$ cat src/hw/dbus_pkg.sv
// ~~~~~~~~~~~~~~~~~~~~
// dbus_pkg
// shared bus constants, address views and the request, response and lane records
// ~~~~~~~~~~~~~~~~~~~~

package dbus_pkg;

    localparam int NCORES        = 4;
    localparam int PORT_W        = 2;
    localparam int CREDITS       = 2;      // request slots per port
    localparam int DMEM_WORDS    = 1024;
    localparam int DMEM_AW       = 10;
    localparam int MMIO_HART_BIT = 12;     // set selects hart reg, clear the counter

    localparam logic [2:0] REGION_DMEM = 3'b001;
    localparam logic [2:0] REGION_MMIO = 3'b100;

    typedef logic [1:0] cnt_ctrl_t;

    localparam cnt_ctrl_t CNT_CLEAR = 2'd0;
    localparam cnt_ctrl_t CNT_RUN   = 2'd1;
    localparam cnt_ctrl_t CNT_HOLD  = 2'd2;

    typedef struct packed {
        logic                  hi_unused;
        logic [2:0]            region;     // bits 30:28
        logic [25-DMEM_AW:0]   unused;
        logic [DMEM_AW-1:0]    word;
        logic [1:0]            offset;
    } dmem_addr_t;

    typedef struct packed {
        logic                       hi_unused;
        logic [2:0]                 region;
        logic [26-MMIO_HART_BIT:0]  unused;
        logic                       hart_sel;
        logic [MMIO_HART_BIT-1:0]   offset;  // register offset
    } mmio_addr_t;

    // one address word, read as memory or as register space
    typedef union packed {
        dmem_addr_t dmem;
        mmio_addr_t mmio;
    } dbus_addr_u;

    typedef struct packed {
        logic        valid;
        logic        write;
        logic        lr;
        logic        sc;
        dbus_addr_u  addr;
        logic [31:0] wdata;
        logic [3:0]  wstrb;
    } dbus_req_t;

    typedef struct packed {
        logic        valid;
        logic [31:0] rdata;
        logic        sc_fail;
    } dbus_resp_t;

    typedef struct packed {
        logic               valid;
        logic               write;     // also set for sc
        logic               lr;
        logic               sc;
        logic [DMEM_AW-1:0] word;
        logic [31:0]        wdata;
        logic [3:0]         wstrb;
    } dmem_req_t;

    typedef struct packed {
        logic               valid;
        logic [PORT_W-1:0]  port;
        logic               write;
        logic               lr;
        logic               sc;
        logic [DMEM_AW-1:0] word;
        logic [31:0]        wdata;
        logic [3:0]         wstrb;
    } lane_t;

endpackage

$ cat src/hw/dmem_arbiter.sv
// ~~~~~~~~~~~~~~~~~~~~
// dmem_arbiter
// round-robin pick of up to two heads on distinct words, and return routing
// ~~~~~~~~~~~~~~~~~~~~

module dmem_arbiter (
    input  logic                         clk_i,
    input  logic                         rst,
    input  dbus_pkg::dmem_req_t          head_i [dbus_pkg::NCORES],
    output logic [dbus_pkg::NCORES-1:0]  grant_o,
    output dbus_pkg::lane_t              lane_o [2],
    output logic [1:0]                   bank_we_o,
    input  logic [1:0]                   sc_ok_i,
    output logic [dbus_pkg::NCORES-1:0]  rvalid_o,
    output logic [31:0]                  rdata_o [dbus_pkg::NCORES],
    output logic [dbus_pkg::NCORES-1:0]  sc_fail_o,
    input  logic [31:0]                  bank_rdata_i [2]
);
    import dbus_pkg::*;

    logic [PORT_W-1:0] rr_ptr;
    logic [PORT_W-1:0] sel_a;
    logic [PORT_W-1:0] sel_b;
    logic              sel_a_vld;
    logic              sel_b_vld;
    lane_t             lane_q [2];    // tags of last cycle's lanes
    logic [1:0]        sc_fail_q;

    function automatic lane_t make_lane(input logic vld, input logic [PORT_W-1:0] port,
                                        input dmem_req_t h);
        lane_t l;
        l.valid = vld;
        l.port  = port;
        l.write = h.write;
        l.lr    = h.lr;
        l.sc    = h.sc;
        l.word  = h.word;
        l.wdata = h.wdata;
        l.wstrb = h.wstrb;
        return l;
    endfunction

    always_comb begin
        logic [PORT_W-1:0] idx;
        sel_a_vld = 1'b0;
        sel_b_vld = 1'b0;
        sel_a     = '0;
        sel_b     = '0;
        idx       = '0;
        for (int k = 0; k < NCORES; k++) begin
            idx = rr_ptr + PORT_W'(k);
            if (!sel_a_vld && head_i[idx].valid) begin
                sel_a_vld = 1'b1;
                sel_a     = idx;
            end
        end
        // second lane must not hit lane a's word
        for (int k = 0; k < NCORES; k++) begin
            idx = rr_ptr + PORT_W'(k);
            if (sel_a_vld && !sel_b_vld && head_i[idx].valid && idx != sel_a &&
                head_i[idx].word != head_i[sel_a].word) begin
                sel_b_vld = 1'b1;
                sel_b     = idx;
            end
        end
    end

    assign lane_o[0] = make_lane(sel_a_vld, sel_a, head_i[sel_a]);
    assign lane_o[1] = make_lane(sel_b_vld, sel_b, head_i[sel_b]);

    always_comb begin
        for (int l = 0; l < 2; l++) begin
            bank_we_o[l] = lane_o[l].valid && lane_o[l].write && (!lane_o[l].sc || sc_ok_i[l]);
        end
        for (int p = 0; p < NCORES; p++) begin
            grant_o[p] = (sel_a_vld && sel_a == PORT_W'(p)) ||
                         (sel_b_vld && sel_b == PORT_W'(p));
        end
    end

    always_ff @(posedge clk_i) begin
        if (rst) begin
            rr_ptr <= '0;
        end else if (sel_b_vld) begin
            rr_ptr <= sel_b + 1'b1;
        end else if (sel_a_vld) begin
            rr_ptr <= sel_a + 1'b1;
        end
    end

    always_ff @(posedge clk_i) begin
        for (int l = 0; l < 2; l++) begin
            if (rst) begin
                lane_q[l].valid <= 1'b0;
                sc_fail_q[l]    <= 1'b0;
            end else begin
                lane_q[l]    <= lane_o[l];
                sc_fail_q[l] <= lane_o[l].sc && !sc_ok_i[l];
            end
        end
    end

    // steer bank words back to their owners
    always_comb begin
        for (int p = 0; p < NCORES; p++) begin
            rvalid_o[p]  = 1'b0;
            rdata_o[p]   = '0;
            sc_fail_o[p] = 1'b0;
            for (int l = 0; l < 2; l++) begin
                if (lane_q[l].valid && lane_q[l].port == PORT_W'(p)) begin
                    rvalid_o[p]  = 1'b1;
                    rdata_o[p]   = lane_q[l].write ? '0 : bank_rdata_i[l];
                    sc_fail_o[p] = sc_fail_q[l];
                end
            end
        end
    end

endmodule

$ cat config.mk
export PLATFORM = sky130hd
export DESIGN_NAME = dmem_arbiter
export DESIGN_NICKNAME = d
export VERILOG_FILES = /design/src/hw/dbus_pkg.sv /design/src/hw/dmem_arbiter.sv
export SDC_FILE = /design/constraint.sdc
export NUM_CORES = 1
export LEC_CHECK = 0
export BUFFER_PORTS_ARGS = -buffer_cell sky130_fd_sc_hd__buf_4
export CORE_AREA = 2 2 200 202
export DETAILED_ROUTE_END_ITERATION = 8
export DIE_AREA = 0 0 202 204
export PLACE_DENSITY = 0.39
export SLEW_MARGIN = 20
export SYNTH_ARGS = -nofsm -noshare
export SYNTH_HDL_FRONTEND = slang
export SYNTH_SLANG_ARGS = --single-unit
$ cat constraint.sdc
create_clock -name clk_i -period 4.85 [get_ports clk_i]
set_input_delay 0.485 -clock clk_i [delete_from_list [all_inputs] [get_ports clk_i]]
set_output_delay 0.485 -clock clk_i [all_outputs]
set_load 0.02 [all_outputs]
==> impl_metrics.tcl <==
set metrics [dict create \
    post_synth.cell_area_avg_um2 6.88 \
    synth_area_leader_cell "mux2i_1" \
    synth_top_area_share_pct 22.9 \
    p_sw_mw 4.40 \
    power_density_nw_per_um2 686 \
    cp_cell_sequence "buf_4 -> nor2b_2 -> a211o_1 -> buf_12 -> and3_1 -> a211oi_1 -> a31oi_2 -> xnor2_1 -> nand4_1 -> o31ai_4 -> a211oi_2 -> nor3_4 -> inv_6 -> buf_12 -> mux2i_1 -> mux2i_1 -> buf_4" \
    syn2layout_area_growth_pct 69.7 \
    drv_cap 0 \
    cts_tree "yes" \
    place_area_um2 11200 \
    ys_seq_area_share_pct 4.49 \
    drive_gt1_share_pct 43.5 \
    synth-warning-count 0 \
    drt-initial-drc-count 675 \
    postSynthCellCount 972 \
    drc 0 \
    synth_edf_count 6 \
    die_w_um 202 \
    cts.sinks 12 \
    synth_common_cells "nand2_1 (190), mux2i_1 (153), o22ai_1 (134)" \
    power_frac_comb_pct 94.9 \
    io_pins 514 \
    dieArea_um2 41200 \
    slowest_delay_ns 0.43 \
    hold_slack_ns 0.440 \
    wl_per_cell_um 21.4 \
    drt_pass1_iterations 5 \
    globalplace.congestion 0.952 \
    critPathLaunchType "primary input" \
    max_slew_margin_pct 32.3 \
    dpl_worst_slack_ns 0.0840 \
    hold_class "primary input to flip-flop" \
    antenna_found_initial 1 \
    utilization_pct 29.0 \
    cp_num_cells 17 \
    p_leak_nw 5.29 \
    gr-usage-all-layers_pct 19.1 \
    status "completed" \
    clk_path_buf_depth 2 \
    dieHeight_um 204 \
    async_reset_ff_share_pct 0 \
    postRouteAntennaNets 0 \
    r2r.worst_path.cells 14 \
    cp_data_arrival_time_ns 4.14 \
    yosysUniqueCellTypes 66 \
    grt_max_degree 60 \
    min_period_ns 4.63 \
    worst-slew-pin-transition_ns 1.02 \
    clock_latency_ns 0.24 \
    worst-path-buf-inv 5 \
    total_power_mw 7.78 \
    rows 73 \
    seq_power_share_pct 3.1 \
    core_um2 39200 \
    cts-root-buf "clkbuf_16" \
    synthFlopType "edfxtp_1" \
    htreeDepth 1 \
    slowest_stage "o31ai_4" \
    syn_area_um2 6690 \
    clkPwrFrac_pct 1.9 \
    path_max_fanout 22 \
    slew_violations 0 \
    vias_per_cell 4.93 \
    cts.clk_slew.worst_paths_ns 0.04 \
    critPathKind "primary input to primary output" \
    fin_ws_ns 0.220 \
    dpl.hpwl_um 33200 \
    final_area_um2 11300 \
    required_ns 4.37 \
    grt_pass1_wl_um 61700 \
    synth_fp_nets 1240 \
    hold_viol 0 \
    synth-seq-cells 12 \
    grt_pass1_vias 9828 \
    ys_top_cells_by_area "mux2i_1 (23%), o22ai_1 (13%), nand2_1 (11%), mux4_2 (6.7%), nand2b_1 (6.4%)" \
    crit_family "compound AO/OA/AOI/OAI gates" \
    gr-total-overflow 0 \
    nets 1706 \
    start_util_pct 17.1 \
    clock_skew_ns 0.000630 \
    holdPathStages 2 \
    wirelength_um 42100 \
    switching_share_pct 56.5 \
    fmax_mhz 216 \
    ir_drop_v 0.000361 \
    place.port_buffers 513 \
    num_vias 9681 \
    p_int_mw 3.38 \
    diodes 0 \
    finalSetupViolations 0 \
    numCtsBuffers 3 \
    fin_crit_sh_pct 95.5 \
    synth.most_common_cell "nand2_1" \
    cp-end-kind "primary output" \
]
[state kept, by name, indices dropped and copies added (netlist names)]
signal,flops
rr_ptr,2
lane_q,8
sc_fail_q,2
[placed cells by master, fill, tap and decap left out, types with 7 or more instances in the layout]
cell,netlist,final
a211oi_1,10,10
a21oi_1,15,14
a31oi_1,41,38
and3_1,48,48
buf_4,6,553
inv_1,12,11
mux2i_1,153,153
mux4_2,20,20
nand2_1,190,190
nand2b_1,68,68
nand3_1,18,17
nand4_1,7,7
nor2_1,17,16
o21ai_0,24,24
o22ai_1,134,134
xnor2_1,22,20
[repair_timing]
item | in CTS | in global routing
endpoints found under the setup margin | 0 | 50
setup buffers | 0 | 8
hold buffers | 0 | 0
gates resized for setup | 0 | 11
[stage by stage]
step | instances | TNS, ns
after floorplan | 972 | 0
after global placement | 1950 | 0
after detailed placement | 1950 | 0
after CTS | 1954 | 0
after global routing | 1962 | -0.0297
final | 1962 | 0
[layer usage]
metal | track usage [%] | share of wire (%) | vias up
met5 | 0 | 0.031 | -
met4 | 4.99 | 2.4 | 2
met3 | 4.13 | 7.4 | 45
met2 | 35.0 | 51 | 426
met1 | 22.3 | 39 | 4623
li1 | - | - | 4585
[cells by family after synthesis]
kind of cell / after synthesis / synth area share (%)
AND/OR/NAND/NOR: 377 / 28.0
AO/OA/AOI/OAI: 261 / 25.6
multiplexers: 179 / 30.7
buffers and inverters: 116 / 7.73
XOR/XNOR: 27 / 3.54
flip-flops: 12 / 4.49
[final timing paths]
check                 end       start  slack (ns)
max             lane_o[9]  head_i[99]        0.22
min          sc_fail_q[0]  sc_ok_i[0]        0.44
max reg2reg     rr_ptr[1]   rr_ptr[0]        1.17
min reg2reg     rr_ptr[0]   rr_ptr[0]        0.89
[power by group through the flow]
stage               Sequential, mW  Clock (mW)  Combinational (mW)
floorplan                    0.170           0                4.63
global placement             0.252           0                7.37
detailed placement           0.249           0                7.35
CTS                          0.247       0.152                7.38
global route                 0.254       0.159                7.90
finish                       0.245       0.150                7.39
[cell type report]
| cell class | count | area, um2 |
|---|---|---|
| Fill cell | 4303 | 27800 |
| Multi-Input combinational cell | 844 | 5950 |
| Timing Repair Buffer | 561 | 4290 |
| Tap cell | 525 | 657 |
| Sequential cell | 12 | 303 |
| Clock buffer | 4 | 78.8 |
| Inverter | 16 | 67.6 |
No activity file was read; power rests on OpenSTA's default activity.
