--- config.mk ---
export PLATFORM = sky130hd
export DESIGN_NAME = dbus_port
export DESIGN_NICKNAME = d
export VERILOG_FILES = /design/src/hw/dbus_pkg.sv /design/src/hw/dbus_port.sv
export SDC_FILE = /design/constraint.sdc
export NUM_CORES = 1
export LEC_CHECK = 0
export ABC_AREA = 0
export BUFFER_PORTS_ARGS = -buffer_cell sky130_fd_sc_hd__buf_2
export CORE_MARGIN = 2
export CORE_UTILIZATION = 49
export CTS_BUF_LIST = sky130_fd_sc_hd__clkbuf_8
export DETAILED_ROUTE_END_ITERATION = 8
export PLACE_DENSITY_LB_ADDON = 0.25
export SYNTH_ARGS = -nofsm -noshare
export SYNTH_HDL_FRONTEND = slang
export SYNTH_SLANG_ARGS = --single-unit
--- constraint.sdc ---
create_clock -name clk_i -period 3.8 [get_ports clk_i]
set_input_delay 0.57 -clock clk_i [delete_from_list [all_inputs] [get_ports clk_i]]
set_output_delay 0.57 -clock clk_i [all_outputs]
set_load 0.03 [all_outputs]
--- src/hw/dbus_pkg.sv ---
// ~~~~~~~~~~~~~~~~~~~~
// dbus_pkg
// shared bus constants, address views and the request, response and lane records
// ~~~~~~~~~~~~~~~~~~~~

package dbus_pkg;

    localparam int NCORES        = 4;
    localparam int PORT_W        = 2;
    localparam int CREDITS       = 2;      // request slots per port
    localparam int DMEM_WORDS    = 1024;
    localparam int DMEM_AW       = 10;
    localparam int MMIO_HART_BIT = 12;     // set selects hart reg, clear the counter

    localparam logic [2:0] REGION_DMEM = 3'b001;
    localparam logic [2:0] REGION_MMIO = 3'b100;

    typedef logic [1:0] cnt_ctrl_t;

    localparam cnt_ctrl_t CNT_CLEAR = 2'd0;
    localparam cnt_ctrl_t CNT_RUN   = 2'd1;
    localparam cnt_ctrl_t CNT_HOLD  = 2'd2;

    typedef struct packed {
        logic                  hi_unused;
        logic [2:0]            region;     // bits 30:28
        logic [25-DMEM_AW:0]   unused;
        logic [DMEM_AW-1:0]    word;
        logic [1:0]            offset;
    } dmem_addr_t;

    typedef struct packed {
        logic                       hi_unused;
        logic [2:0]                 region;
        logic [26-MMIO_HART_BIT:0]  unused;
        logic                       hart_sel;
        logic [MMIO_HART_BIT-1:0]   offset;  // register offset
    } mmio_addr_t;

    // one address word, read as memory or as register space
    typedef union packed {
        dmem_addr_t dmem;
        mmio_addr_t mmio;
    } dbus_addr_u;

    typedef struct packed {
        logic        valid;
        logic        write;
        logic        lr;
        logic        sc;
        dbus_addr_u  addr;
        logic [31:0] wdata;
        logic [3:0]  wstrb;
    } dbus_req_t;

    typedef struct packed {
        logic        valid;
        logic [31:0] rdata;
        logic        sc_fail;
    } dbus_resp_t;

    typedef struct packed {
        logic               valid;
        logic               write;     // also set for sc
        logic               lr;
        logic               sc;
        logic [DMEM_AW-1:0] word;
        logic [31:0]        wdata;
        logic [3:0]         wstrb;
    } dmem_req_t;

    typedef struct packed {
        logic               valid;
        logic [PORT_W-1:0]  port;
        logic               write;
        logic               lr;
        logic               sc;
        logic [DMEM_AW-1:0] word;
        logic [31:0]        wdata;
        logic [3:0]         wstrb;
    } lane_t;

endpackage

--- src/hw/dbus_port.sv ---
// ~~~~~~~~~~~~~~~~~~~~
// dbus_port
// per-core request queue, region decode, local mmio replies and in-order responses
// ~~~~~~~~~~~~~~~~~~~~

module dbus_port (
    input  logic                         clk_i,
    input  logic                         rst,
    input  logic [dbus_pkg::PORT_W-1:0]  hart_idx_i,   // fixed per instance
    input  dbus_pkg::dbus_req_t          req_i,
    output logic                         credit_o,
    output dbus_pkg::dbus_resp_t         resp_o,
    output dbus_pkg::dmem_req_t          head_o,
    input  logic                         grant_i,
    input  logic                         dmem_rvalid_i,
    input  logic [31:0]                  dmem_rdata_i,
    input  logic                         sc_fail_i,
    input  logic [63:0]                  count_i,
    output logic                         cnt_we_o,
    output dbus_pkg::cnt_ctrl_t          cnt_ctrl_o
);
    import dbus_pkg::*;

    dbus_req_t                          q_mem [CREDITS];
    logic [$clog2(CREDITS)-1:0]         wr_ptr_q;
    logic [$clog2(CREDITS)-1:0]         rd_ptr_q;
    logic [$clog2(CREDITS+1)-1:0]       count_q;
    dbus_req_t                          head;
    logic                               head_vld;
    logic                               is_dmem;
    logic                               is_mmio;
    logic                               local_take;   // mmio or unmapped head
    logic                               push;
    logic                               pop;
    logic [31:0]                        mmio_rdata;
    logic                               local_vld_q;
    logic [31:0]                        local_rdata_q;
    logic                               credit_q;

    assign push     = req_i.valid;
    assign head     = q_mem[rd_ptr_q];
    assign head_vld = (count_q != '0);
    assign is_dmem  = (head.addr.dmem.region == REGION_DMEM);
    assign is_mmio  = (head.addr.mmio.region == REGION_MMIO);

    assign local_take = head_vld && !is_dmem;
    assign pop        = grant_i || local_take;

    always_ff @(posedge clk_i) begin
        if (push) begin
            q_mem[wr_ptr_q] <= req_i;
        end
    end

    always_ff @(posedge clk_i) begin
        if (rst) begin
            wr_ptr_q <= '0;
            rd_ptr_q <= '0;
            count_q  <= '0;
        end else begin
            if (push) wr_ptr_q <= wr_ptr_q + 1'b1;
            if (pop) rd_ptr_q <= rd_ptr_q + 1'b1;
            case ({push, pop})
                2'b10:   count_q <= count_q + 1'b1;
                2'b01:   count_q <= count_q - 1'b1;
                default: ;
            endcase
        end
    end

    always_comb begin
        head_o.valid = head_vld && is_dmem;
        head_o.write = head.write || head.sc;
        head_o.lr    = head.lr;
        head_o.sc    = head.sc;
        head_o.word  = head.addr.dmem.word;
        head_o.wdata = head.wdata;
        head_o.wstrb = head.wstrb;
    end

    // register reads, writes read back zero
    always_comb begin
        mmio_rdata = '0;
        if (is_mmio && !head.write) begin
            if (head.addr.mmio.hart_sel) begin
                mmio_rdata = 32'(hart_idx_i);
            end else if (head.addr.mmio.offset[2]) begin
                mmio_rdata = count_i[31:0];    // low word
            end else begin
                mmio_rdata = count_i[63:32];
            end
        end
    end

    assign cnt_we_o   = local_take && is_mmio && head.write && !head.addr.mmio.hart_sel &&
                        (head.addr.mmio.offset == '0);
    assign cnt_ctrl_o = head.wdata[1:0];

    always_ff @(posedge clk_i) begin
        if (rst) begin
            local_vld_q <= 1'b0;
            credit_q    <= 1'b0;
        end else begin
            local_vld_q <= local_take;
            credit_q    <= pop;           // one credit back per dequeue
        end
    end

    always_ff @(posedge clk_i) begin
        local_rdata_q <= mmio_rdata;
    end

    assign credit_o = credit_q;

    // only one dequeue per cycle, so the two sources never collide
    always_comb begin
        resp_o.valid   = dmem_rvalid_i || local_vld_q;
        resp_o.rdata   = dmem_rvalid_i ? dmem_rdata_i : local_rdata_q;
        resp_o.sc_fail = dmem_rvalid_i && sc_fail_i;
    end

endmodule

==> flow_metrics.py <==
metrics = {
    "power_and_ir_drop": {
        "ir_worst_vdd_v": 0.000383,
        "p_leak_nw": 3.21,
        "power.density_nw_per_um2": 549,
        "finalPower_mw": 4.18,
    },
    "sta": {
        "fin_crit_ns": 3.08,
        "fin_skew_ns": 0.00611,
        "rsz0062_at_grt": "no",
        "hold_viol_final": 0,
        "setup_tns_ns": 0,
        "hold_ws_ns": 0.312,
        "drv_slew": 0,
        "setup_violations": 0,
        "fmax_mhz": 324,
        "slew_headroom_pct": 34.2,
        "worstMarginPinSlew_ns": 0.986,
        "finalCritPeriodShare_pct": 81.2,
        "timing.final.ws_setup_ns": 0.715,
    },
    "cts": {
        "clkSinkCount": 149,
        "clk_pin_slew_worst_paths_ns": 0.08,
        "postCtsSetupBuffers": 0,
        "cts_hold_buf": 0,
        "clk_path_buf_depth": 2,
        "h-tree-depth": 4,
        "clock-root-buffer": "clkbuf_8",
        "clkLatencyLatePin_ns": 0.44,
        "numCtsBuffers": 17,
        "cts_tree": "yes",
        "ctsResizeCount": 0,
    },
    "floorplanning": {
        "io_pins": 263,
        "fp.dieH_um": 113,
        "start_util_pct": 50.8,
        "core_um2": 11500,
        "die_w_um": 113,
        "dieArea_um2": 12800,
        "rows": 39,
    },
    "logic_synthesis": {
        "synth_xor_area_share_pct": 0.449,
        "synth.cell_area_um2": 5850,
        "synth_seq_cells": 149,
        "syn-num-nets": 571,
        "synth-adder-area-share_pct": 0.214,
        "synth_mux_area_share_pct": 16.1,
        "synth_simple_gate_area_share_pct": 7.16,
        "ys_seq_area_share_pct": 69.8,
        "post_synth.cell_area_avg_um2": 14.8,
        "synth_top_family_by_area": "multiplexers",
        "netlist_instances": 395,
        "yosys_warnings": 0,
        "yosysUniqueCellTypes": 36,
        "synth_compound_area_share_pct": 4.28,
    },
    "min_path": {
        "hp-start": "req_i[1]",
        "hold_depth": 1,
        "min_to": "q_mem[0][1]",
        "hold_path.class": "input pin to flip-flop",
    },
    "critical_path": {
        "crit_path_start_kind": "flip-flop",
        "cp-end-kind": "primary output",
        "critPathKind": "flip-flop to primary output",
        "reg2reg_slack_ns": 1.56,
        "crit_buf_inv": 2,
        "worstPathMaxFanout": 28,
        "cp_slowest_cell": "dfxtp_2",
        "cp.arrival_ns": 2.51,
        "worstPathRequired_ns": 3.23,
        "crit_cells": 5,
        "r2r_cells": 6,
        "crit_family": "buffers and inverters",
        "cp_slowest_stage_delay_ns": 0.54,
        "path_cells": "buf_4 > nor4bb_1 > o211ai_1 > a2111oi_2 > buf_2",
        "reg2reg_to": "count_q[1]",
    },
    "run_status": {
        "run_status": "finished clean",
    },
    "detailed_routing": {
        "viasPerCell": 4.99,
        "vias": 4004,
        "ant_nets": 0,
        "wl_um": 12800,
        "drt_first_iter_violations": 221,
        "drt_pre_antenna_iters": 5,
        "drc_errors": 0,
        "wl_per_cell_um": 16.0,
    },
    "placed_design": {
        "post-place-ws_ns": 1.16,
        "io_buffer_count": 246,
        "hpwl_um": 9540,
        "dpl.cell_count": 770,
        "dpl_cell_area_um2": 7230,
        "gp_congestion": 0.892,
    },
    "grt": {
        "grt_overflow": 0,
        "grt_pass1_wl_um": 19600,
        "grt_pass1_vias": 4161,
        "track_usage_pct": 20.4,
        "antenna_found_initial": 0,
        "grt_max_degree": 56,
    },
    "layout": {
        "layout_commonest_cell": "buf_2",
        "num_antenna_cells": 0,
        "final_util_pct": 66.1,
        "syn_to_final_growth_pct": 30.1,
        "layout-drive-gt1-share_pct": 55.7,
        "fin_cells": 802,
        "final_nets": 822,
        "final_cell_mix": "buf_2 (246), edfxtp_1 (110), mux2_2 (80)",
        "stdcell_area_um2": 7610,
    },
    "job": {
        "cap_viol_max_count": 0,
    },
}
[metal layers]
metal	up-vias	GRT usage, %	share of wire (%)
met1	1843	21.6	38
met3	30	8.46	8.8
met5	-	0	0
met4	0	8.94	2.6
li1	1956	-	-
met2	175	35.5	51
[cell families after synthesis]
family / Yosys count
compound gates: 41
xor+xnor: 3
fa+ha+maj: 1
buf+inv: 25
flops: 149
mux: 84
simple gates: 92
[worst max path at each step]
stage	to
5_1_grt	cnt_we_o
3_5_place_dp	cnt_we_o
3_3_place_gp	cnt_we_o
2_1_floorplan	q_mem[0][0]
4_1_cts	cnt_we_o
6_report	cnt_we_o
[report_power, final]
part / internal (mW) / switching (mW)
clock network: 0.629 / 0.538
logic: 0.416 / 0.679
registers: 1.86 / 0.0523
[synth_stat cells, drive strengths merged]
| cell type | n | area share [%] |
|---|---|---|
| xnor2 | 2 | 0.30 |
| a2111oi | 1 | 0.26 |
| a311oi | 2 | 0.30 |
| and2 | 2 | 0.21 |
| inv | 4 | 0.26 |
| o211ai | 2 | 0.26 |
| or4b | 2 | 0.34 |
| nand2b | 1 | 0.11 |
| clkbuf | 7 | 0.45 |
| a21boi | 1 | 0.13 |
| xor2 | 1 | 0.15 |
| mux2i | 4 | 0.75 |
| nor4 | 2 | 0.21 |
| nand4bb | 1 | 0.19 |
| mux2 | 80 | 15 |
| or2 | 2 | 0.21 |
| nand3b | 1 | 0.13 |
| a31oi | 1 | 0.36 |
| nand3 | 2 | 0.17 |
| nor2b | 1 | 0.11 |
| edfxtp | 110 | 56 |
| nor4b | 3 | 0.45 |
| dfxtp | 39 | 13 |
| or4 | 1 | 0.13 |
| nand2 | 64 | 4.1 |
| or3 | 1 | 0.11 |
| buf | 14 | 1.3 |
| o22a | 1 | 0.15 |
| a21oi | 31 | 2.7 |
| nor4bb | 1 | 0.17 |
| o21ai | 2 | 0.17 |
| ha | 1 | 0.21 |
| nor2 | 8 | 0.51 |
[registers in the layout, indices dropped and copies added, names as in the netlist, named ones only]
name and cells:
q_mem 110, local_rdata_q 32, count_q 2, credit_o 1, local_vld_q 1, rd_ptr_q 1
wr_ptr_q 1
[worst register-to-register path, cell delays in order (launching register included)]
cell     delay [ns]
dfxtp_2        0.43
or4b_1         0.64
a31oi_4        0.25
inv_1          0.07
ha_1           0.31
or3_1          0.35
a21oi_1        0.13
[cell type report]
type,count,area (um^2)
tap,143,179
sequential,149,4090
inverter,4,15.0
timing repair buffer,253,1280
multi-input combinational,221,1670
clock inverter,15,148
fill,890,3900
clock buffer,17,234
No activity file was read; power rests on OpenSTA's default activity.
