==> src/hw/dbus_pkg.sv <==
// ~~~~~~~~~~~~~~~~~~~~
// dbus_pkg
// shared bus constants, address views and the request, response and lane records
// ~~~~~~~~~~~~~~~~~~~~

package dbus_pkg;

    localparam int NCORES        = 4;
    localparam int PORT_W        = 2;
    localparam int CREDITS       = 2;      // request slots per port
    localparam int DMEM_WORDS    = 1024;
    localparam int DMEM_AW       = 10;
    localparam int MMIO_HART_BIT = 12;     // set selects hart reg, clear the counter

    localparam logic [2:0] REGION_DMEM = 3'b001;
    localparam logic [2:0] REGION_MMIO = 3'b100;

    typedef logic [1:0] cnt_ctrl_t;

    localparam cnt_ctrl_t CNT_CLEAR = 2'd0;
    localparam cnt_ctrl_t CNT_RUN   = 2'd1;
    localparam cnt_ctrl_t CNT_HOLD  = 2'd2;

    typedef struct packed {
        logic                  hi_unused;
        logic [2:0]            region;     // bits 30:28
        logic [25-DMEM_AW:0]   unused;
        logic [DMEM_AW-1:0]    word;
        logic [1:0]            offset;
    } dmem_addr_t;

    typedef struct packed {
        logic                       hi_unused;
        logic [2:0]                 region;
        logic [26-MMIO_HART_BIT:0]  unused;
        logic                       hart_sel;
        logic [MMIO_HART_BIT-1:0]   offset;  // register offset
    } mmio_addr_t;

    // one address word, read as memory or as register space
    typedef union packed {
        dmem_addr_t dmem;
        mmio_addr_t mmio;
    } dbus_addr_u;

    typedef struct packed {
        logic        valid;
        logic        write;
        logic        lr;
        logic        sc;
        dbus_addr_u  addr;
        logic [31:0] wdata;
        logic [3:0]  wstrb;
    } dbus_req_t;

    typedef struct packed {
        logic        valid;
        logic [31:0] rdata;
        logic        sc_fail;
    } dbus_resp_t;

    typedef struct packed {
        logic               valid;
        logic               write;     // also set for sc
        logic               lr;
        logic               sc;
        logic [DMEM_AW-1:0] word;
        logic [31:0]        wdata;
        logic [3:0]         wstrb;
    } dmem_req_t;

    typedef struct packed {
        logic               valid;
        logic [PORT_W-1:0]  port;
        logic               write;
        logic               lr;
        logic               sc;
        logic [DMEM_AW-1:0] word;
        logic [31:0]        wdata;
        logic [3:0]         wstrb;
    } lane_t;

endpackage

==> src/hw/reservation_table.sv <==
// ~~~~~~~~~~~~~~~~~~~~
// reservation_table
// lr/sc reservations per port, sc verdicts and write snooping
// ~~~~~~~~~~~~~~~~~~~~

module reservation_table (
    input  logic             clk_i,
    input  logic             rst,
    input  dbus_pkg::lane_t  lane_i [2],
    output logic [1:0]       sc_ok_o
);
    import dbus_pkg::*;

    logic [NCORES-1:0]  res_vld_q;
    logic [DMEM_AW-1:0] res_word_q [NCORES];
    logic [1:0]         wr_done;             // write really performed
    logic [NCORES-1:0]  res_set;
    logic [NCORES-1:0]  res_clr;
    logic [DMEM_AW-1:0] set_word [NCORES];

    always_comb begin
        for (int l = 0; l < 2; l++) begin
            sc_ok_o[l] = lane_i[l].valid && lane_i[l].sc && res_vld_q[lane_i[l].port] &&
                         (res_word_q[lane_i[l].port] == lane_i[l].word);
            wr_done[l] = lane_i[l].valid && lane_i[l].write && (!lane_i[l].sc || sc_ok_o[l]);
        end
    end

    // own lr wins over any snoop in the same cycle
    always_comb begin
        for (int p = 0; p < NCORES; p++) begin
            res_set[p]  = 1'b0;
            res_clr[p]  = 1'b0;
            set_word[p] = res_word_q[p];
            for (int l = 0; l < 2; l++) begin
                if (lane_i[l].valid && lane_i[l].port == PORT_W'(p)) begin
                    if (lane_i[l].lr) begin
                        res_set[p]  = 1'b1;
                        set_word[p] = lane_i[l].word;
                    end
                    if (lane_i[l].sc) res_clr[p] = 1'b1;
                end else if (wr_done[l] && lane_i[l].word == res_word_q[p]) begin
                    res_clr[p] = 1'b1;                    // other port hit our word
                end
            end
        end
    end

    always_ff @(posedge clk_i) begin
        if (rst) begin
            res_vld_q <= '0;
        end else begin
            for (int p = 0; p < NCORES; p++) begin
                if (res_set[p]) res_vld_q[p] <= 1'b1;
                else if (res_clr[p]) res_vld_q[p] <= 1'b0;
            end
        end
    end

    always_ff @(posedge clk_i) begin
        for (int p = 0; p < NCORES; p++) begin
            res_word_q[p] <= set_word[p];
        end
    end

endmodule

==> config.mk <==
export PLATFORM = sky130hd
export DESIGN_NAME = reservation_table
export DESIGN_NICKNAME = d
export VERILOG_FILES = /design/src/hw/dbus_pkg.sv /design/src/hw/reservation_table.sv
export SDC_FILE = /design/constraint.sdc
export NUM_CORES = 1
export LEC_CHECK = 0
export ABC_CLOCK_PERIOD_IN_PS = 2730
export BUFFER_PORTS_ARGS = -buffer_cell sky130_fd_sc_hd__buf_2
export CAP_MARGIN = 0
export CORE_AREA = 5 5 105 107
export CTS_CLUSTER_DIAMETER = 100
export DETAILED_ROUTE_END_ITERATION = 8
export DIE_AREA = 0 0 110 112
export PLACE_DENSITY = 0.62
export SYNTH_ARGS = -nofsm -noshare
export SYNTH_HDL_FRONTEND = slang
export SYNTH_SLANG_ARGS = --single-unit
==> constraint.sdc <==
create_clock -name clk_i -period 2.73 [get_ports clk_i]
set_clock_uncertainty 0.1 [all_clocks]
set_input_delay 0.273 -clock clk_i [delete_from_list [all_inputs] [get_ports clk_i]]
set_output_delay 0.273 -clock clk_i [all_outputs]
set_load 0.05 [all_outputs]
==> results of run 1 <==
[logic make-up (layout without fill, tap and decap cells)]
kind of cell	after synthesis	in the layout	share of synthesized area, %
buffers and inverters	42	61	4.95
multiplexers	69	69	22.0
AND/OR/NAND/NOR	128	128	17.1
flip-flops	44	44	22.6
AO/OA/AOI/OAI	67	67	10.4
XOR/XNOR	102	102	23.0
[state kept, by name, summed over array words and instances, names as in the netlist]
signal	count
res_word_q	40
res_vld_q	4
[synth_stat cells, drive strengths merged (3+ instances only)]
library cell	instances
dfxtp	44
nand3	8
and3b	4
nand2	24
a22oi	4
xor2	35
nor3	6
and2	3
xnor2	67
nor2	37
nand4	15
or4	7
a221oi	4
mux2i	55
buf	17
mux4	12
o21ai	13
nor4	11
clkbuf	23
a21oi	35
[worst paths after layout]
| path | end | slack [ns] | cells past startpoint |
|---|---|---|---|
| min | res_vld_q[2] | 0.18 | 3 |
| min reg2reg | res_word_q[1][2] | 0.52 | 2 |
| max reg2reg | res_vld_q[1] | 0.15 | 8 |
| max | sc_ok_o[0] | 0.11 | 7 |
[what timing repair did]
item	CTS	global route
buffers inserted	0	1
hold buffers	0	0
endpoints found under the setup margin	1	2
pin swaps	0	3
resized for setup	1	3
[report_power, final]
group / leakage (nW) / total [mW] / switching (mW) / internal (mW)
clock network: 0.0445 / 0.450 / 0.244 / 0.206
logic: 1.37 / 1.03 / 0.513 / 0.512
registers: 0.370 / 1.01 / 0.228 / 0.786
total: 1.78 / 2.49 / 0.985 / 1.50
[stage by stage]
stage | setup slack [ns] | cell area [um^2] | total power, mW | util (%)
2_1_floorplan | 0.397 | 3890 | 1.72 | -
3_3_place_gp | 0.0769 | 4170 | 2.00 | 41.5
3_5_place_dp | 0.0302 | 4170 | 2.02 | 41.5
4_1_cts | 0.00571 | 4260 | 2.47 | 42.4
5_1_grt | 0.0177 | 4290 | 2.64 | 42.7
6_report | 0.113 | 4290 | 2.49 | 42.7
[metal layers]
layer,GRT usage (%),vias to the layer above
met5,0,-
met4,5.07,0
met3,2.84,19
met2,34.5,120
met1,27.8,1624
li1,-,1647
[critical path: stages]
cell and delay [ns]:
buf_2 0.21, buf_4 0.29, mux4_1 0.59, xor2_1 0.21, nor4_2 0.28, and3_1 0.19, buf_4 0.19
[layout make-up]
| cell class | instances | share of cell area (%) |
|---|---|---|
| clock buffer | 7 | 2.01 |
| clock inverter | 1 | 0.175 |
| inverter | 2 | 0.175 |
| multi-input combinational | 366 | 66.1 |
| sequential | 44 | 20.5 |
| tap | 136 | 3.97 |
| timing repair buffer | 51 | 7.00 |
==> results.sh, run 1 <==
export IMPL_num_rows=37
export IMPL_grt_pass1_wl_um=19600
export IMPL_syn_to_final_growth_pct=10.3
export IMPL_ff_latch_area_um2=881
export IMPL_place_gp_congestion=0.932
export IMPL_crit_path_start_kind="input port"
export IMPL_yosysTopAreaCell="dfxtp_1"
export IMPL_firstDrtPassIters=6
export IMPL_overflow=0
export IMPL_grtUsageTotal_pct=20.7
export IMPL_cts_root_buf="clkbuf_8"
export IMPL_insertion_delay_ns=0.31
export IMPL_crit_path_end_kind="primary output"
export IMPL_cp_startpoint="lane_i[101]"
export IMPL_numCtsBuffers=5
export IMPL_synth_top_area_share_pct=22.6
export IMPL_dr_total_vias=3410
export IMPL_dp_hpwl_um=9290
export IMPL_synth_edf_count=0
export IMPL_slew_headroom_pct=67.7
export IMPL_drt_iter0_drc=290
export IMPL_fill_cells=1036
export IMPL_wl_met3_um=735
export IMPL_syn_area_um2=3890
export IMPL_p_per_area_nw_per_um2=580
export IMPL_route_layer_met1_wl_um=5330
export IMPL_crit_arrival_ns=2.24
export IMPL_syn_mean_instance_area_um2=8.61
export IMPL_avgViaCountPerCell=5.62
export IMPL_routed_wl_um=12300
export IMPL_multiInputGateArea_um2=2840
export IMPL_hold_violations=0
export IMPL_r2r_start="res_word_q[3][6]"
export IMPL_antenna_found_initial=0
export IMPL_fin_nets=576
export IMPL_die_w_um=110
export IMPL_tightest_slew_ns=0.483
export IMPL_first_global_vias=3369
export IMPL_route_met2_wl_um=5960
export IMPL_leakagePower_nw=1.78
export IMPL_finalCriticalPeriod_ns=2.62
export IMPL_antenna_left=0
export IMPL_clk_pin_slew_ns=0.09
export IMPL_instances_no_fill=607
export IMPL_cp_required_ns=2.36
export IMPL_crit_type="in -> out"
export IMPL_ys_async_sr_fraction_pct=0
export IMPL_drc=0
export IMPL_clock_path_buffers=2
export IMPL_die_h_um=112
export IMPL_initial_core_util_pct=38.7
export IMPL_dp_cells=598
export IMPL_synth_area_top_cells="dfxtp_1, xnor2_1, mux2i_1"
export IMPL_rsz0062_at_grt="false"
export IMPL_post_route_period_util_pct=95.9
export IMPL_synth_ff_type="dfxtp_1"
export IMPL_drv_cap=0
export IMPL_clock_fmax_mhz=382
export IMPL_core_area_um2=10000
export IMPL_dieArea_um2=12300
export IMPL_cts_sink_count=44
export IMPL_layout_commonest_cell="xnor2_1"
export IMPL_seq_area_frac_synth_pct=22.6
export IMPL_syn_num_nets=558
export IMPL_min_from="rst"
export IMPL_syn_inst=452
export IMPL_highest_layer="met4"
export IMPL_cts_tree="built"
export IMPL_drv_slew=0
export IMPL_pin_count=108
export IMPL_portBuffers=35
export IMPL_final_cell_mix="xnor2_1, mux2i_1, dfxtp_1"
export IMPL_status="completed"
export IMPL_final_setup_tns_ns=0
export IMPL_vdd_ir_drop_max_uv=204
export IMPL_ys_ff_latch=44
export IMPL_ys_warn_count=0
export IMPL_n_antenna_cell=0
export IMPL_hold_class="in -> reg"
export IMPL_grt_max_degree=21
export IMPL_critPathMaxFanout=16
export IMPL_avgRoutedWirePerCell_um=20.3
export IMPL_setup_viol=0
export IMPL_drive_gt1_share_pct=15.7
export IMPL_htree_levels=2
export IMPL_synth_cell_types=45
export IMPL_hold_slack_ns=0.185
Note: power is estimated with default switching activity, not from simulation.
==> run 2, diff against run 1 <==
- ABC_CLOCK_PERIOD_IN_PS: 2730 -> 2670
- clock period: 2.73 -> 2.67 ns (I/O delays scaled with it)
==> results.sh, run 2 (synthesis gave the netlist of run 1 again) <==
export IMPL_status="completed"
export IMPL_initial_core_util_pct=38.7
export IMPL_htree_levels=2
export IMPL_avgRoutedWirePerCell_um=20.3
export IMPL_final_cell_mix="xnor2_1, mux2i_1, dfxtp_1"
export IMPL_power_mw=2.50
export IMPL_grt_max_degree=21
export IMPL_dr_total_vias=3343
export IMPL_fin_ws_ns=0.126
export IMPL_route_met2_wl_um=5710
export IMPL_top_register="res_word_q"
export IMPL_die_h_um=112
export IMPL_clock_fmax_mhz=393
export IMPL_fill_cells=1016
export IMPL_clk_pin_slew_ns=0.09
export IMPL_dieArea_um2=12300
export IMPL_die_w_um=110
export IMPL_numCtsBuffers=5
export IMPL_avgViaCountPerCell=5.50
export IMPL_critPathMaxFanout=5
export IMPL_reg2regPathDepth=7
export IMPL_dp_hpwl_um=9270
export IMPL_cts_sink_count=44
export IMPL_cts_setup_buffers=0
export IMPL_drv_cap=0
export IMPL_cts_root_buf="clkbuf_8"
export IMPL_syn_to_final_growth_pct=10.2
export IMPL_crit_type="reg -> out"
export IMPL_firstDrtPassIters=5
export IMPL_fin_util_pct=42.7
export IMPL_core_area_um2=10000
export IMPL_place_gp_congestion=0.957
export IMPL_highest_layer="met4"
export IMPL_multiInputGateArea_um2=2820
export IMPL_crit_path_end_kind="primary output"
export IMPL_drive_gt1_share_pct=16.5
export IMPL_reg_top3="res_word_q: 40 flops, res_vld_q: 4 flops"
export IMPL_layout_commonest_cell="xnor2_1"
export IMPL_n_antenna_cell=0
export IMPL_drt_iter0_drc=203
export IMPL_fin_nets=578
export IMPL_leakagePower_nw=1.79
export IMPL_final_setup_tns_ns=0
export IMPL_pin_count=108
export IMPL_min_path_cells=3
export IMPL_clock_path_buffers=2
export IMPL_hold_violations=0
export IMPL_route_layer_met1_wl_um=5510
export IMPL_antenna_found_initial=0
export IMPL_slew_headroom_pct=65.6
export IMPL_num_rows=37
export IMPL_antenna_left=0
export IMPL_overflow=0
export IMPL_post_route_period_util_pct=95.3
export IMPL_routed_wl_um=12300
export IMPL_hold_class="in -> reg"
export IMPL_grtUsageTotal_pct=20.6
export IMPL_wl_met3_um=759
export IMPL_insertion_delay_ns=0.30
export IMPL_rsz0062_at_grt="false"
export IMPL_cp_required_ns=2.30
export IMPL_drc=0
export IMPL_crit_arrival_ns=2.18
export IMPL_postCtsHoldBufs=0
export IMPL_p_per_area_nw_per_um2=583
export IMPL_vdd_ir_drop_max_uv=235
export IMPL_portBuffers=35
export IMPL_setup_viol=0
export IMPL_finalCriticalPeriod_ns=2.54
export IMPL_pre_cts_ws_ns=0.0703
export IMPL_first_global_vias=3276
export IMPL_ff_latch_area_um2=883
export IMPL_crit_path_start_kind="flop"
export IMPL_cts_tree="built"
export IMPL_grt_pass1_wl_um=19300
export IMPL_tightest_slew_ns=0.515
export IMPL_largest_reg_flops=40
export IMPL_drv_slew=0
## run 2: per-stage QoR
stage | hold slack (ns) | cell area, um^2 | cells
global route | 0.185 | 4290 | 608
global placement | 0.485 | 4190 | 601
finish | 0.178 | 4290 | 608
floorplan | 0.333 | 3890 | 452
detailed placement | 0.493 | 4190 | 601
CTS | 0.177 | 4270 | 608
## run 2: routing by layer
metal	up-vias	track usage, %
met5	-	0
met4	0	6.82
met3	23	3.13
met2	106	32.6
met1	1563	28.4
li1	1651	-
## run 2: cell type report
type,instances,area share (%)
well taps,136,3.97
repair buffers,53,7.45
clock inverters,2,0.292
multi-input cells,366,65.9
clock buffers,5,1.61
flip-flops and latches,44,20.6
inverters,2,0.175
## run 2: critical path, stage by stage (launching register included)
cell and delay (ns):
dfxtp_1 0.38, mux4_1 0.52, xnor2_1 0.17, nand4_1 0.20, nor4_1 0.23, and3_1 0.21
buf_6 0.16
## run 2: what timing repair did
action	CTS	global route
pin swaps	0	2
setup endpoints to repair	1	2
cloned	0	0
resized for setup	1	5
## run 2: path summary, 6_finish.rpt
kind                    start                to  slack, ns
min reg2reg  res_word_q[0][4]  res_word_q[0][4]       0.51
min                       rst      res_vld_q[2]       0.18
max reg2reg  res_word_q[2][4]      res_vld_q[1]       0.24
max          res_word_q[2][4]        sc_ok_o[0]       0.13
## run 2: power breakdown
part	internal, mW	total, mW	switching [mW]
logic	0.527	1.04	0.514
registers	0.805	1.04	0.238
clock network	0.178	0.417	0.239
==> run 3, diff against run 2 <==
- REMOVE_ABC_BUFFERS: default -> 1
==> results.sh, run 3 (synthesis gave the netlist of run 1 again) <==
export IMPL_route_layer_met1_wl_um=5760
export IMPL_n_antenna_cell=0
export IMPL_portBuffers=35
export IMPL_p_per_area_nw_per_um2=645
export IMPL_syn_to_final_growth_pct=13.3
export IMPL_instances_no_fill=614
export IMPL_first_global_vias=3353
export IMPL_avgViaCountPerCell=5.65
export IMPL_tightest_slew_ns=0.465
export IMPL_drt_iter0_drc=313
export IMPL_slew_headroom_pct=68.9
export IMPL_htree_levels=2
export IMPL_grt_pass1_wl_um=19400
export IMPL_core_area_um2=10000
export IMPL_num_rows=37
export IMPL_dieArea_um2=12300
export IMPL_crit_type="reg -> reg"
export IMPL_antenna_left=0
export IMPL_dp_cells=604
export IMPL_leakagePower_nw=1.86
export IMPL_critPathMaxFanout=5
export IMPL_pre_cts_ws_ns=0.0128
export IMPL_wl_met3_um=741
export IMPL_crit_path_end_kind="flop"
export IMPL_vdd_ir_drop_max_uv=232
export IMPL_largest_reg_flops=40
export IMPL_route_met2_wl_um=5720
export IMPL_highest_layer="met4"
export IMPL_postCtsHoldBufs=0
export IMPL_pin_count=108
export IMPL_status="completed"
export IMPL_cts_root_buf="clkbuf_8"
export IMPL_final_cell_mix="xnor2_1, mux2i_1, dfxtp_1"
export IMPL_reg_top3="res_word_q: 40 flops, res_vld_q: 4 flops"
export IMPL_dr_total_vias=3467
export IMPL_crit_arrival_ns=2.67
export IMPL_place_gp_congestion=1.10
export IMPL_grt_max_degree=21
export IMPL_avgRoutedWirePerCell_um=20.6
export IMPL_initial_core_util_pct=38.7
export IMPL_crit_path_start_kind="flop"
export IMPL_firstDrtPassIters=5
export IMPL_antenna_found_initial=0
export IMPL_hold_violations=0
export IMPL_finalCriticalPeriod_ns=2.59
export IMPL_numCtsBuffers=5
export IMPL_routed_wl_um=12700
export IMPL_layout_commonest_cell="xnor2_1"
export IMPL_cp_required_ns=2.75
export IMPL_clock_fmax_mhz=387
export IMPL_clk_pin_slew_ns=0.10
export IMPL_cts_tree="built"
export IMPL_overflow=0
export IMPL_dp_hpwl_um=9390
export IMPL_grtUsageTotal_pct=20.9
export IMPL_post_route_period_util_pct=96.8
export IMPL_hold_class="in -> reg"
export IMPL_fin_ws_ns=0.0848
export IMPL_drv_cap=0
export IMPL_die_h_um=112
export IMPL_clock_path_buffers=2
export IMPL_drive_gt1_share_pct=17.8
export IMPL_die_w_um=110
export IMPL_drc=0
export IMPL_setup_viol=0
export IMPL_drv_slew=0
export IMPL_fin_nets=583
export IMPL_top_register="res_word_q"
export IMPL_cts_sink_count=44
export IMPL_insertion_delay_ns=0.32
run 3: cell types whose count changed in the layout (fill, tap and decap cells not counted), sizes merged:
cell / delta
clkinv: -1
bufinv: +3
buf: +6
clkinvlp: -1
clkbuf: -1
run 3: worst paths after layout:
| kind | slack, ns | to | cells after the start | from |
|---|---|---|---|---|
| setup / recovery | 0.08 | res_vld_q[3] | 9 | res_word_q[1][8] |
| hold / removal | 0.19 | res_vld_q[2] | 3 | rst |
| setup reg to reg | 0.08 | res_vld_q[3] | 9 | res_word_q[1][8] |
| hold reg to reg | 0.52 | res_vld_q[2] | 3 | res_vld_q[2] |
run 3: repair_timing:
item                       CTS  global route
setup buffers                2             0
pin swaps                    2             2
setup endpoints to repair    1             5
resized for setup            2             6
run 3: where the power goes:
part	switching (mW)	internal, mW
Sequential	0.236	0.804
Clock	0.254	0.468
Combinational	0.535	0.544
Total	1.02	1.82
run 3: worst max-delay path, stage by stage, from the launching register on:
cell and delay [ns]:
dfxtp_1 0.39, mux4_2 0.50, xnor2_2 0.16, nand4_1 0.21, buf_4 0.20, buf_4 0.12, buf_4 0.13, nor4_4 0.28
a41o_1 0.27, a221oi_1 0.10
run 3: area by class of cell:
class,instances,area [um^2]
timing repair buffer,58,354
tap,136,170
inverter,2,7.51
multi-input combinational,366,2830
clock inverter,3,90.1
fill,994,5640
clock buffer,5,68.8
sequential,44,882
run 3: metal layers:
layer  vias to the layer above  global-route usage [%]
met3                        27                    2.96
li1                       1660                       -
met5                         -                       0
met2                       123                    31.4
met4                         0                    8.31
met1                      1657                    29.8
run 3: per-stage QoR:
| step | hold WS [ns] | total power, mW | TNS [ns] | utilization (%) | area [um^2] |
|---|---|---|---|---|---|
| final | 0.186 | 2.84 | 0 | 43.9 | 4410 |
| after floorplan | 0.276 | 1.69 | 0 | - | 3700 |
| after CTS | 0.169 | 2.82 | 0 | 43.7 | 4390 |
| after detailed placement | 0.498 | 2.08 | 0 | 41.9 | 4210 |
| after global routing | 0.182 | 2.98 | -0.00113 | 43.9 | 4410 |
| after global placement | 0.494 | 2.07 | -0.00167 | 41.9 | 4210 |
